===== src/rtl/csc_pkg.sv =====
`default_nettype none

package csc_pkg;

	localparam int PIXEL_W = 8;
	localparam int COEF_W = 19;
	localparam int ACC_W = 32;

	typedef logic [PIXEL_W-1:0] pixel_t;
	typedef logic signed [COEF_W-1:0] coef_t;
	typedef logic signed [ACC_W-1:0] acc_t;

	// One input pair, chroma subsampled by two
	typedef struct packed {
		pixel_t y_even;
		pixel_t y_odd;
		pixel_t u;
		pixel_t v;
	} yuv_pair_t;

	typedef struct packed {
		pixel_t c_even; // Copied sample
		pixel_t c_odd;  // Interpolated sample
	} chroma_pair_t;

	typedef struct packed {
		pixel_t r;
		pixel_t g;
		pixel_t b;
	} rgb_t;

	typedef struct packed {
		rgb_t even;
		rgb_t odd;
	} rgb_pair_t;

	// Six-tap interpolation, taps sum to 256
	localparam acc_t TAP_OUTER = 21;
	localparam acc_t TAP_MIDDLE = 52; // Subtracted
	localparam acc_t TAP_INNER = 159;
	localparam acc_t FILTER_ROUND = 128;
	localparam int FILTER_SHIFT = 8;

	localparam acc_t Y_OFFSET_VAL = 16;
	localparam acc_t C_OFFSET_VAL = 128;
	localparam acc_t PIXEL_MAX = 255;

	// Colour matrix in 16.16 fixed point
	localparam coef_t K_Y = 76284;
	localparam coef_t K_RV = 104595;
	localparam coef_t K_GU = 25624;  // Subtracted
	localparam coef_t K_GV = 53281;  // Subtracted
	localparam coef_t K_BU = 132251;
	localparam int MATRIX_SHIFT = 16;

	localparam int LOOKAHEAD = 3; // Pairs needed past the current one

	// Saturate a signed result into 0..255
	function automatic pixel_t clip_pixel(acc_t value);
		if (value < 0) begin
			return '0;
		end
		if (value > PIXEL_MAX) begin
			return '1;
		end
		return pixel_t'(value);
	endfunction

endpackage

`default_nettype wire


===== src/rtl/chroma_upsampler.sv =====
`timescale 1ns/1ps
`default_nettype none

module chroma_upsampler import csc_pkg::*; #(
	parameter int row_pairs = 160
) (
	input logic CLOCK_50_I,
	input logic resetn,
	input logic in_valid,
	input logic row_start,
	input pixel_t sample,
	output logic c_valid,
	output chroma_pair_t c_out
);

	localparam int CNT_W = $clog2(row_pairs + 1);
	localparam int FL_W = $clog2(LOOKAHEAD + 1);

	pixel_t win [6];          // Samples j-2 .. j+3, newest at the top
	logic [CNT_W-1:0] pair_cnt;  // Pairs accepted in this row
	logic [CNT_W-1:0] next_cnt;
	logic [FL_W-1:0] flush_left;
	logic flushing;
	logic last_pair;
	acc_t filt_sum;

	assign flushing = (flush_left != '0);
	assign next_cnt = row_start ? CNT_W'(1) : pair_cnt + 1'b1;
	assign last_pair = in_valid && (next_cnt == row_pairs);

	// Control path
	always_ff @(posedge CLOCK_50_I or negedge resetn) begin
		if (!resetn) begin
			pair_cnt <= '0;
			flush_left <= '0;
			c_valid <= 1'b0;
		end else begin
			c_valid <= 1'b0;
			if (in_valid) begin
				pair_cnt <= next_cnt;
				// Window is full once LOOKAHEAD pairs sit ahead of the centre
				if (!row_start && pair_cnt >= LOOKAHEAD) begin
					c_valid <= 1'b1;
				end
				if (last_pair) begin
					flush_left <= FL_W'(LOOKAHEAD);
				end
			end else if (flushing) begin
				flush_left <= flush_left - 1'b1;
				c_valid <= 1'b1; // One output per flush step
			end
		end
	end

	// Sample window
	always_ff @(posedge CLOCK_50_I) begin
		if (in_valid && row_start) begin
			// Left edge clamp
			for (int i = 0; i < 6; i++) begin
				win[i] <= sample;
			end
		end else if (in_valid || flushing) begin
			for (int i = 0; i < 5; i++) begin
				win[i] <= win[i+1];
			end
			win[5] <= in_valid ? sample : win[5]; // Right edge repeats last sample
		end
	end

	always_comb begin
		filt_sum = TAP_OUTER * (acc_t'(win[0]) + acc_t'(win[5]))
			- TAP_MIDDLE * (acc_t'(win[1]) + acc_t'(win[4]))
			+ TAP_INNER * (acc_t'(win[2]) + acc_t'(win[3]))
			+ FILTER_ROUND;
	end

	assign c_out.c_even = win[2];
	assign c_out.c_odd = clip_pixel(filt_sum >>> FILTER_SHIFT);

	// Source leaves enough idle cycles for the flush to finish
	a_no_input_in_flush: assert property (
		@(posedge CLOCK_50_I) disable iff (!resetn)
		flushing |-> !in_valid
	);

	a_cnt_in_range: assert property (
		@(posedge CLOCK_50_I) disable iff (!resetn)
		pair_cnt <= row_pairs
	);

endmodule

`default_nettype wire


===== src/rtl/color_matrix.sv =====
`timescale 1ns/1ps
`default_nettype none

module color_matrix import csc_pkg::*; (
	input logic CLOCK_50_I,
	input logic resetn,
	input logic in_valid,
	input pixel_t y_even,
	input pixel_t y_odd,
	input logic c_valid,
	input chroma_pair_t u_pair,
	input logic v_valid,
	input chroma_pair_t v_pair,
	output logic out_valid,
	output rgb_pair_t out_pair
);

	localparam int FIFO_DEPTH = LOOKAHEAD + 2;
	localparam int PTR_W = $clog2(FIFO_DEPTH);
	localparam int FCNT_W = $clog2(FIFO_DEPTH + 1);

	typedef struct packed {
		pixel_t even;
		pixel_t odd;
	} luma_t;

	// Products for one pixel
	typedef struct packed {
		acc_t y;
		acc_t rv;
		acc_t gu;
		acc_t gv;
		acc_t bu;
	} prod_t;

	luma_t luma_mem [FIFO_DEPTH];
	logic [PTR_W-1:0] wr_ptr;
	logic [PTR_W-1:0] rd_ptr;
	logic [FCNT_W-1:0] fifo_cnt;
	luma_t y_head;

	logic s1_valid;
	prod_t prod_even;
	prod_t prod_odd;

	function automatic logic [PTR_W-1:0] next_ptr(logic [PTR_W-1:0] ptr);
		return (ptr == PTR_W'(FIFO_DEPTH - 1)) ? '0 : ptr + 1'b1;
	endfunction

	function automatic prod_t form_products(pixel_t y, pixel_t u, pixel_t v);
		acc_t y_off;
		acc_t u_off;
		acc_t v_off;
		prod_t p;
		y_off = acc_t'(y) - Y_OFFSET_VAL;
		u_off = acc_t'(u) - C_OFFSET_VAL;
		v_off = acc_t'(v) - C_OFFSET_VAL;
		p.y = acc_t'(K_Y) * y_off;
		p.rv = acc_t'(K_RV) * v_off;
		p.gu = acc_t'(K_GU) * u_off;
		p.gv = acc_t'(K_GV) * v_off;
		p.bu = acc_t'(K_BU) * u_off;
		return p;
	endfunction

	// Arithmetic shift floors toward minus infinity
	function automatic rgb_t form_rgb(prod_t p);
		rgb_t px;
		px.r = clip_pixel((p.y + p.rv) >>> MATRIX_SHIFT);
		px.g = clip_pixel((p.y - p.gu - p.gv) >>> MATRIX_SHIFT);
		px.b = clip_pixel((p.y + p.bu) >>> MATRIX_SHIFT);
		return px;
	endfunction

	assign y_head = luma_mem[rd_ptr];

	// Luma waits here for its upsampled chroma
	always_ff @(posedge CLOCK_50_I) begin
		if (in_valid) begin
			luma_mem[wr_ptr] <= '{even: y_even, odd: y_odd};
		end
	end

	always_ff @(posedge CLOCK_50_I or negedge resetn) begin
		if (!resetn) begin
			wr_ptr <= '0;
			rd_ptr <= '0;
			fifo_cnt <= '0;
		end else begin
			if (in_valid) begin
				wr_ptr <= next_ptr(wr_ptr);
			end
			if (c_valid) begin
				rd_ptr <= next_ptr(rd_ptr);
			end
			case ({in_valid, c_valid})
				2'b10: fifo_cnt <= fifo_cnt + 1'b1;
				2'b01: fifo_cnt <= fifo_cnt - 1'b1;
				default: ;
			endcase
		end
	end

	// Valid pipeline, two stages
	always_ff @(posedge CLOCK_50_I or negedge resetn) begin
		if (!resetn) begin
			s1_valid <= 1'b0;
			out_valid <= 1'b0;
		end else begin
			s1_valid <= c_valid;
			out_valid <= s1_valid;
		end
	end

	// Stage one multiplies
	always_ff @(posedge CLOCK_50_I) begin
		if (c_valid) begin
			prod_even <= form_products(y_head.even, u_pair.c_even, v_pair.c_even);
			prod_odd <= form_products(y_head.odd, u_pair.c_odd, v_pair.c_odd);
		end
	end

	// Stage two sums, shifts and clips
	always_ff @(posedge CLOCK_50_I) begin
		if (s1_valid) begin
			out_pair.even <= form_rgb(prod_even);
			out_pair.odd <= form_rgb(prod_odd);
		end
	end

	// Both upsamplers must stay in lock-step
	a_chroma_lockstep: assert property (
		@(posedge CLOCK_50_I) disable iff (!resetn)
		c_valid == v_valid
	);

	a_luma_fifo_level: assert property (
		@(posedge CLOCK_50_I) disable iff (!resetn)
		!((c_valid && fifo_cnt == '0) ||
			(in_valid && !c_valid && fifo_cnt == FCNT_W'(FIFO_DEPTH)))
	);

endmodule

`default_nettype wire


===== src/rtl/yuv_to_rgb_top.sv =====
`timescale 1ns/1ps
`default_nettype none

module yuv_to_rgb_top import csc_pkg::*; #(
	parameter int row_pairs = 160
) (
	input logic CLOCK_50_I,
	input logic resetn,
	input logic in_valid,
	input logic row_start,
	input yuv_pair_t in_pair,
	output logic out_valid,
	output rgb_pair_t out_pair
);

	logic u_valid;
	logic v_valid;
	chroma_pair_t u_chroma;
	chroma_pair_t v_chroma;

	chroma_upsampler #(
		.row_pairs(row_pairs)
	) u_upsample_u (
		.CLOCK_50_I(CLOCK_50_I),
		.resetn(resetn),
		.in_valid(in_valid),
		.row_start(row_start),
		.sample(in_pair.u),
		.c_valid(u_valid),
		.c_out(u_chroma)
	);

	chroma_upsampler #(
		.row_pairs(row_pairs)
	) u_upsample_v (
		.CLOCK_50_I(CLOCK_50_I),
		.resetn(resetn),
		.in_valid(in_valid),
		.row_start(row_start),
		.sample(in_pair.v),
		.c_valid(v_valid),
		.c_out(v_chroma)
	);

	// U strobe drives the matrix, V strobe only cross-checks it
	color_matrix u_color_matrix (
		.CLOCK_50_I(CLOCK_50_I),
		.resetn(resetn),
		.in_valid(in_valid),
		.y_even(in_pair.y_even),
		.y_odd(in_pair.y_odd),
		.c_valid(u_valid),
		.u_pair(u_chroma),
		.v_valid(v_valid),
		.v_pair(v_chroma),
		.out_valid(out_valid),
		.out_pair(out_pair)
	);

endmodule

`default_nettype wire


===== config.mk =====
export PLATFORM = sky130hd
export DESIGN_NAME = yuv_to_rgb_top
export DESIGN_NICKNAME = d
export VERILOG_FILES = /design/src/rtl/csc_pkg.sv /design/src/rtl/chroma_upsampler.sv /design/src/rtl/color_matrix.sv /design/src/rtl/yuv_to_rgb_top.sv
export SDC_FILE = /design/constraint.sdc
export NUM_CORES = 2
export LEC_CHECK = 0
export BUFFER_PORTS_ARGS = -buffer_cell sky130_fd_sc_hd__buf_2
export CORE_MARGIN = 2
export CORE_UTILIZATION = 60
export CTS_CLUSTER_DIAMETER = 60
export DETAILED_ROUTE_END_ITERATION = 8
export PLACE_DENSITY_LB_ADDON = 0.12
export SYNTH_ARGS = -nofsm -noshare
export SYNTH_HDL_FRONTEND = slang
export SYNTH_SLANG_ARGS = --single-unit

===== constraint.sdc =====
create_clock -name CLOCK_50_I -period 13.3 [get_ports CLOCK_50_I]
set_clock_uncertainty 0.05 [all_clocks]
set_input_delay 0.665 -clock CLOCK_50_I [delete_from_list [all_inputs] [get_ports CLOCK_50_I]]
set_output_delay 0.665 -clock CLOCK_50_I [all_outputs]
set_load 0.02 [all_outputs]

==> summary.txt <==
LOGIC SYNTHESIS
--------------------------------------------------------------------------------------
Synthesized net count                                                             6796
Avg Synthesized Cell Area                                                     10.8 um2
Synthesized instance count                                                        5185
Yosys warnings                                                                       0
Count of cell types in the netlist                                                  91
Synth Cell Area                                                              55800 um2
Top cells by area, synth                                                  sky130_fd_sc_hd__edfxtp_1, sky130_fd_sc_hd__ha_1, sky130_fd_sc_hd__fa_1
Synth async-reset ratio                                                          5.24%
Area leader, netlist                                                      sky130_fd_sc_hd__edfxtp_1
Synthesis-stage register bit count                                                 553
Main synth FF type                                                        sky130_fd_sc_hd__edfxtp_1
Area share of the largest cell type after synthesis                              28.2%
Proportion of synthesized chip area in sequential cells                          29.5%
Post-synth EDFFs                                                                   524

CRITICAL PATH
--------------------------------------------------------------------------------------
Setup crit start kind                                                        flip-flop
Worst setup startpoint                                                    u_upsample_u.win[0][32]
Critical Path End Type                                                       flip-flop
Peak fanout along the critical path                                                  4
Depth of the worst register-to-register path                                        55
Worst Setup Path Type                                                          reg2reg
Cell mode on critical path                                                sky130_fd_sc_hd__fa_1
Data required time at the worst endpoint                                      13.63 ns
Library cell contributing the largest single delay on the critical path   sky130_fd_sc_hd__fa_2
Worst Path Arrival                                                            13.53 ns
Delay of the slowest cell on the worst path                                    0.59 ns
Startpoint of the worst register-to-register path                         u_upsample_u.win[0][32]

CELLS AND AREA
--------------------------------------------------------------------------------------
Most common library cell in the layout ignoring fill and taps             sky130_fd_sc_hd__ha_1
Number of nets in the layout                                                      7098
Area growth from synthesis to layout                                             11.8%
Most frequent cells in the layout                                         sky130_fd_sc_hd__ha_1, sky130_fd_sc_hd__inv_1, sky130_fd_sc_hd__edfxtp_1
Final core area utilization                                                      67.8%
Fraction of layout cells with a size suffix above 1                              11.2%
Layout Cell Area excl Fill                                                   62400 um2

GLOBAL ROUTING
--------------------------------------------------------------------------------------
Global-route wire length before repair                                       197000 um
Overall Global Routing Usage                                                     26.5%
Vias in the first global route                                                   37808
Number of antenna violations at the first check in global routing                    9
Total grt overflow                                                                   0
Maximum number of pins on one net before global-route repair                       160

ROUTE
--------------------------------------------------------------------------------------
Routed WL per cell                                                             18.4 um
Total number of vias                                                             37975
Remaining number of nets flagged by the antenna check after routing                  0
Post-route DRC                                                                       0
Number of optimization iterations in the first detailed-route pass                   7
Overall routed net length                                                    125000 um
Number of vias per cell after detailed routing                                    5.59
Initial drt markers                                                               2483

TIMING
--------------------------------------------------------------------------------------
Final-report max-slew violation count                                                0
Final worst path period share                                                    99.3%
Max Fclk                                                                      75.7 MHz
Worst Hold Slack                                                             0.0890 ns
Total setup violations reported at the end of the flow                               0
Setup ws final                                                               0.0939 ns
Setup repair after global routing missed its margin                               true
Worst max-slew margin expressed relative to the limit                            22.1%
Final Critical Period                                                         13.21 ns
Final hold violations                                                                0
Slew of the pin with the lowest slew margin                                    1.17 ns

PLACEMENT
--------------------------------------------------------------------------------------
Placed wire-length estimate                                                   99900 um
Placed Instance Area                                                         58900 um2
Global placement routability congestion                                          0.922
Number of port buffers                                                              84
Setup WS pre-CTS                                                             -0.484 ns

FLOORPLANNING
--------------------------------------------------------------------------------------
Core area                                                                    91900 um2
Std-Cell Rows                                                                      111
Number of primary I/O pins                                                          85
Initial standard-cell utilization of the core                                    60.7%
Height of the die                                                               309 um
Overall die width                                                               309 um
Die footprint                                                                95400 um2

CLOCKING
--------------------------------------------------------------------------------------
Clk_lat worst skew                                                             0.65 ns
Number of buffers created by CTS                                                    72
TritonCTS clock tree                                                               yes
Number of sinks on the clock net                                                   553
H-tree Lvls                                                                          3
Clock tree buffer depth                                                              3
Clock transition at the registers of the reported paths                        0.06 ns
Clock root cell                                                           sky130_fd_sc_hd__clkbuf_16

RUN
--------------------------------------------------------------------------------------
Number of max-capacitance violations reported                                        0

OUTCOME
--------------------------------------------------------------------------------------
Run status                                                                finished clean

HOLD PATH
--------------------------------------------------------------------------------------
Type of the worst min-delay path                                              in2async

## sequential cells by signal, indices dropped and copies added (netlist names)
| register | cells |
|---|---|
| u_color_matrix.luma_mem | 80 |
| u_color_matrix.out_pair | 48 |
| u_color_matrix.out_valid | 1 |
| u_color_matrix.prod_even | 150 |
| u_color_matrix.prod_odd | 150 |
| u_color_matrix.rd_ptr | 3 |
| u_color_matrix.s1_valid | 1 |
| u_color_matrix.wr_ptr | 3 |
| u_upsample_u.c_valid | 1 |
| u_upsample_u.flush_left | 2 |
| u_upsample_u.pair_cnt | 8 |
| u_upsample_u.win | 48 |
| u_upsample_v.flush_left | 2 |
| u_upsample_v.pair_cnt | 8 |
| u_upsample_v.win | 48 |
## cells in the mapped netlist, types with 17 or more instances
| cell | n |
|---|---|
| sky130_fd_sc_hd__a31oi_1 | 34 |
| sky130_fd_sc_hd__nand3_1 | 56 |
| sky130_fd_sc_hd__o21bai_1 | 61 |
| sky130_fd_sc_hd__ha_1 | 1197 |
| sky130_fd_sc_hd__a21o_1 | 91 |
| sky130_fd_sc_hd__and3_1 | 23 |
| sky130_fd_sc_hd__nand2b_1 | 41 |
| sky130_fd_sc_hd__or2_2 | 22 |
| sky130_fd_sc_hd__o22ai_1 | 22 |
| sky130_fd_sc_hd__nor2b_1 | 38 |
| sky130_fd_sc_hd__fa_1 | 378 |
| sky130_fd_sc_hd__a211oi_1 | 23 |
| sky130_fd_sc_hd__nand4_1 | 24 |
| sky130_fd_sc_hd__dfrtp_1 | 29 |
| sky130_fd_sc_hd__or3_1 | 19 |
| sky130_fd_sc_hd__a21oi_1 | 270 |
| sky130_fd_sc_hd__nor2_1 | 219 |
| sky130_fd_sc_hd__clkbuf_1 | 32 |
| sky130_fd_sc_hd__edfxtp_1 | 524 |
| sky130_fd_sc_hd__nand2_1 | 262 |
| sky130_fd_sc_hd__inv_1 | 925 |
| sky130_fd_sc_hd__o21a_1 | 76 |
| sky130_fd_sc_hd__xnor2_1 | 223 |
| sky130_fd_sc_hd__and2_1 | 23 |
| sky130_fd_sc_hd__xor2_1 | 80 |
| sky130_fd_sc_hd__mux2i_1 | 17 |
| sky130_fd_sc_hd__nor3_1 | 82 |
| sky130_fd_sc_hd__o21ai_0 | 155 |
## cells by family (layout without fill, tap and decap cells)
family	Yosys count	count (layout)	share of synthesized area (%)
AOI/OAI and AO/OA	878	878	10.2
xor gates and xnor gates	303	303	4.76
adders and majority gates	1575	1575	40.4
buffers and inverters	964	1324	6.50
DFF	553	553	29.5
muxes	46	46	1.21
other	0	3	0
and+or+nand+nor	866	866	7.44
## final timing paths
kind / slack (ns) / endpoint
min: 0.09 / u_upsample_v.flush_left[0]
min reg2reg: 0.42 / u_upsample_u.flush_left[0]
max in group asynchronous: 12.47 / u_upsample_u.c_valid
max reg2reg: 0.09 / u_color_matrix.prod_odd[23]
max: 0.09 / u_color_matrix.prod_odd[23]
min in group CLOCK_50_I: 0.15 / u_upsample_v.win[0][43]
## layout make-up
| type | instances | area (um2) |
|---|---|---|
| diodes | 3 | 7.51 |
| clock buffers | 80 | 1920 |
| clock inverters | 52 | 537 |
| fillers | 7128 | 29600 |
| inverters | 927 | 3490 |
| multi-input cells | 3668 | 36600 |
| flip-flops and latches | 553 | 16500 |
| well taps | 1243 | 1560 |
| repair buffers | 265 | 1810 |
## through the flow
stage,setup TNS [ns],std cells
after floorplan,0,5185
after CTS,0,6770
after global placement,-0.790,6636
final,0,6791
after detailed placement,-5.08,6636
after global routing,-4.04,6791
## layer usage
layer / share of wire (%) / vias to the layer above / wire (um) / track usage (%)
met5: 0.025 / - / 31 / 0
met4: 2.3 / 6 / 2820 / 7.30
met3: 5.9 / 176 / 7310 / 4.65
met2: 46 / 775 / 57200 / 42.6
met1: 46 / 18420 / 57400 / 37.1
li1: - / 18598 / - / -
## critical path, delay by kind of cell, from the launching register on
kind,cells,cell delay [ns]
buffers and inverters,11,0.88
XOR/XNOR,4,0.43
flip-flops,1,0.41
AND/OR/NAND/NOR,6,0.86
adder cells (fa/ha/maj),19,7.35
AO/OA/AOI/OAI,15,2.99
## what timing repair did
action	in CTS	in global routing
pin swaps	6	98
resized for setup	29	149
hold buffers	0	0
buffers inserted	2	19
setup endpoints to repair	24	59
Power is left out: the tool's default activity adds up to more than one toggle a clock period on the data nets, which glitch-free logic cannot reach.
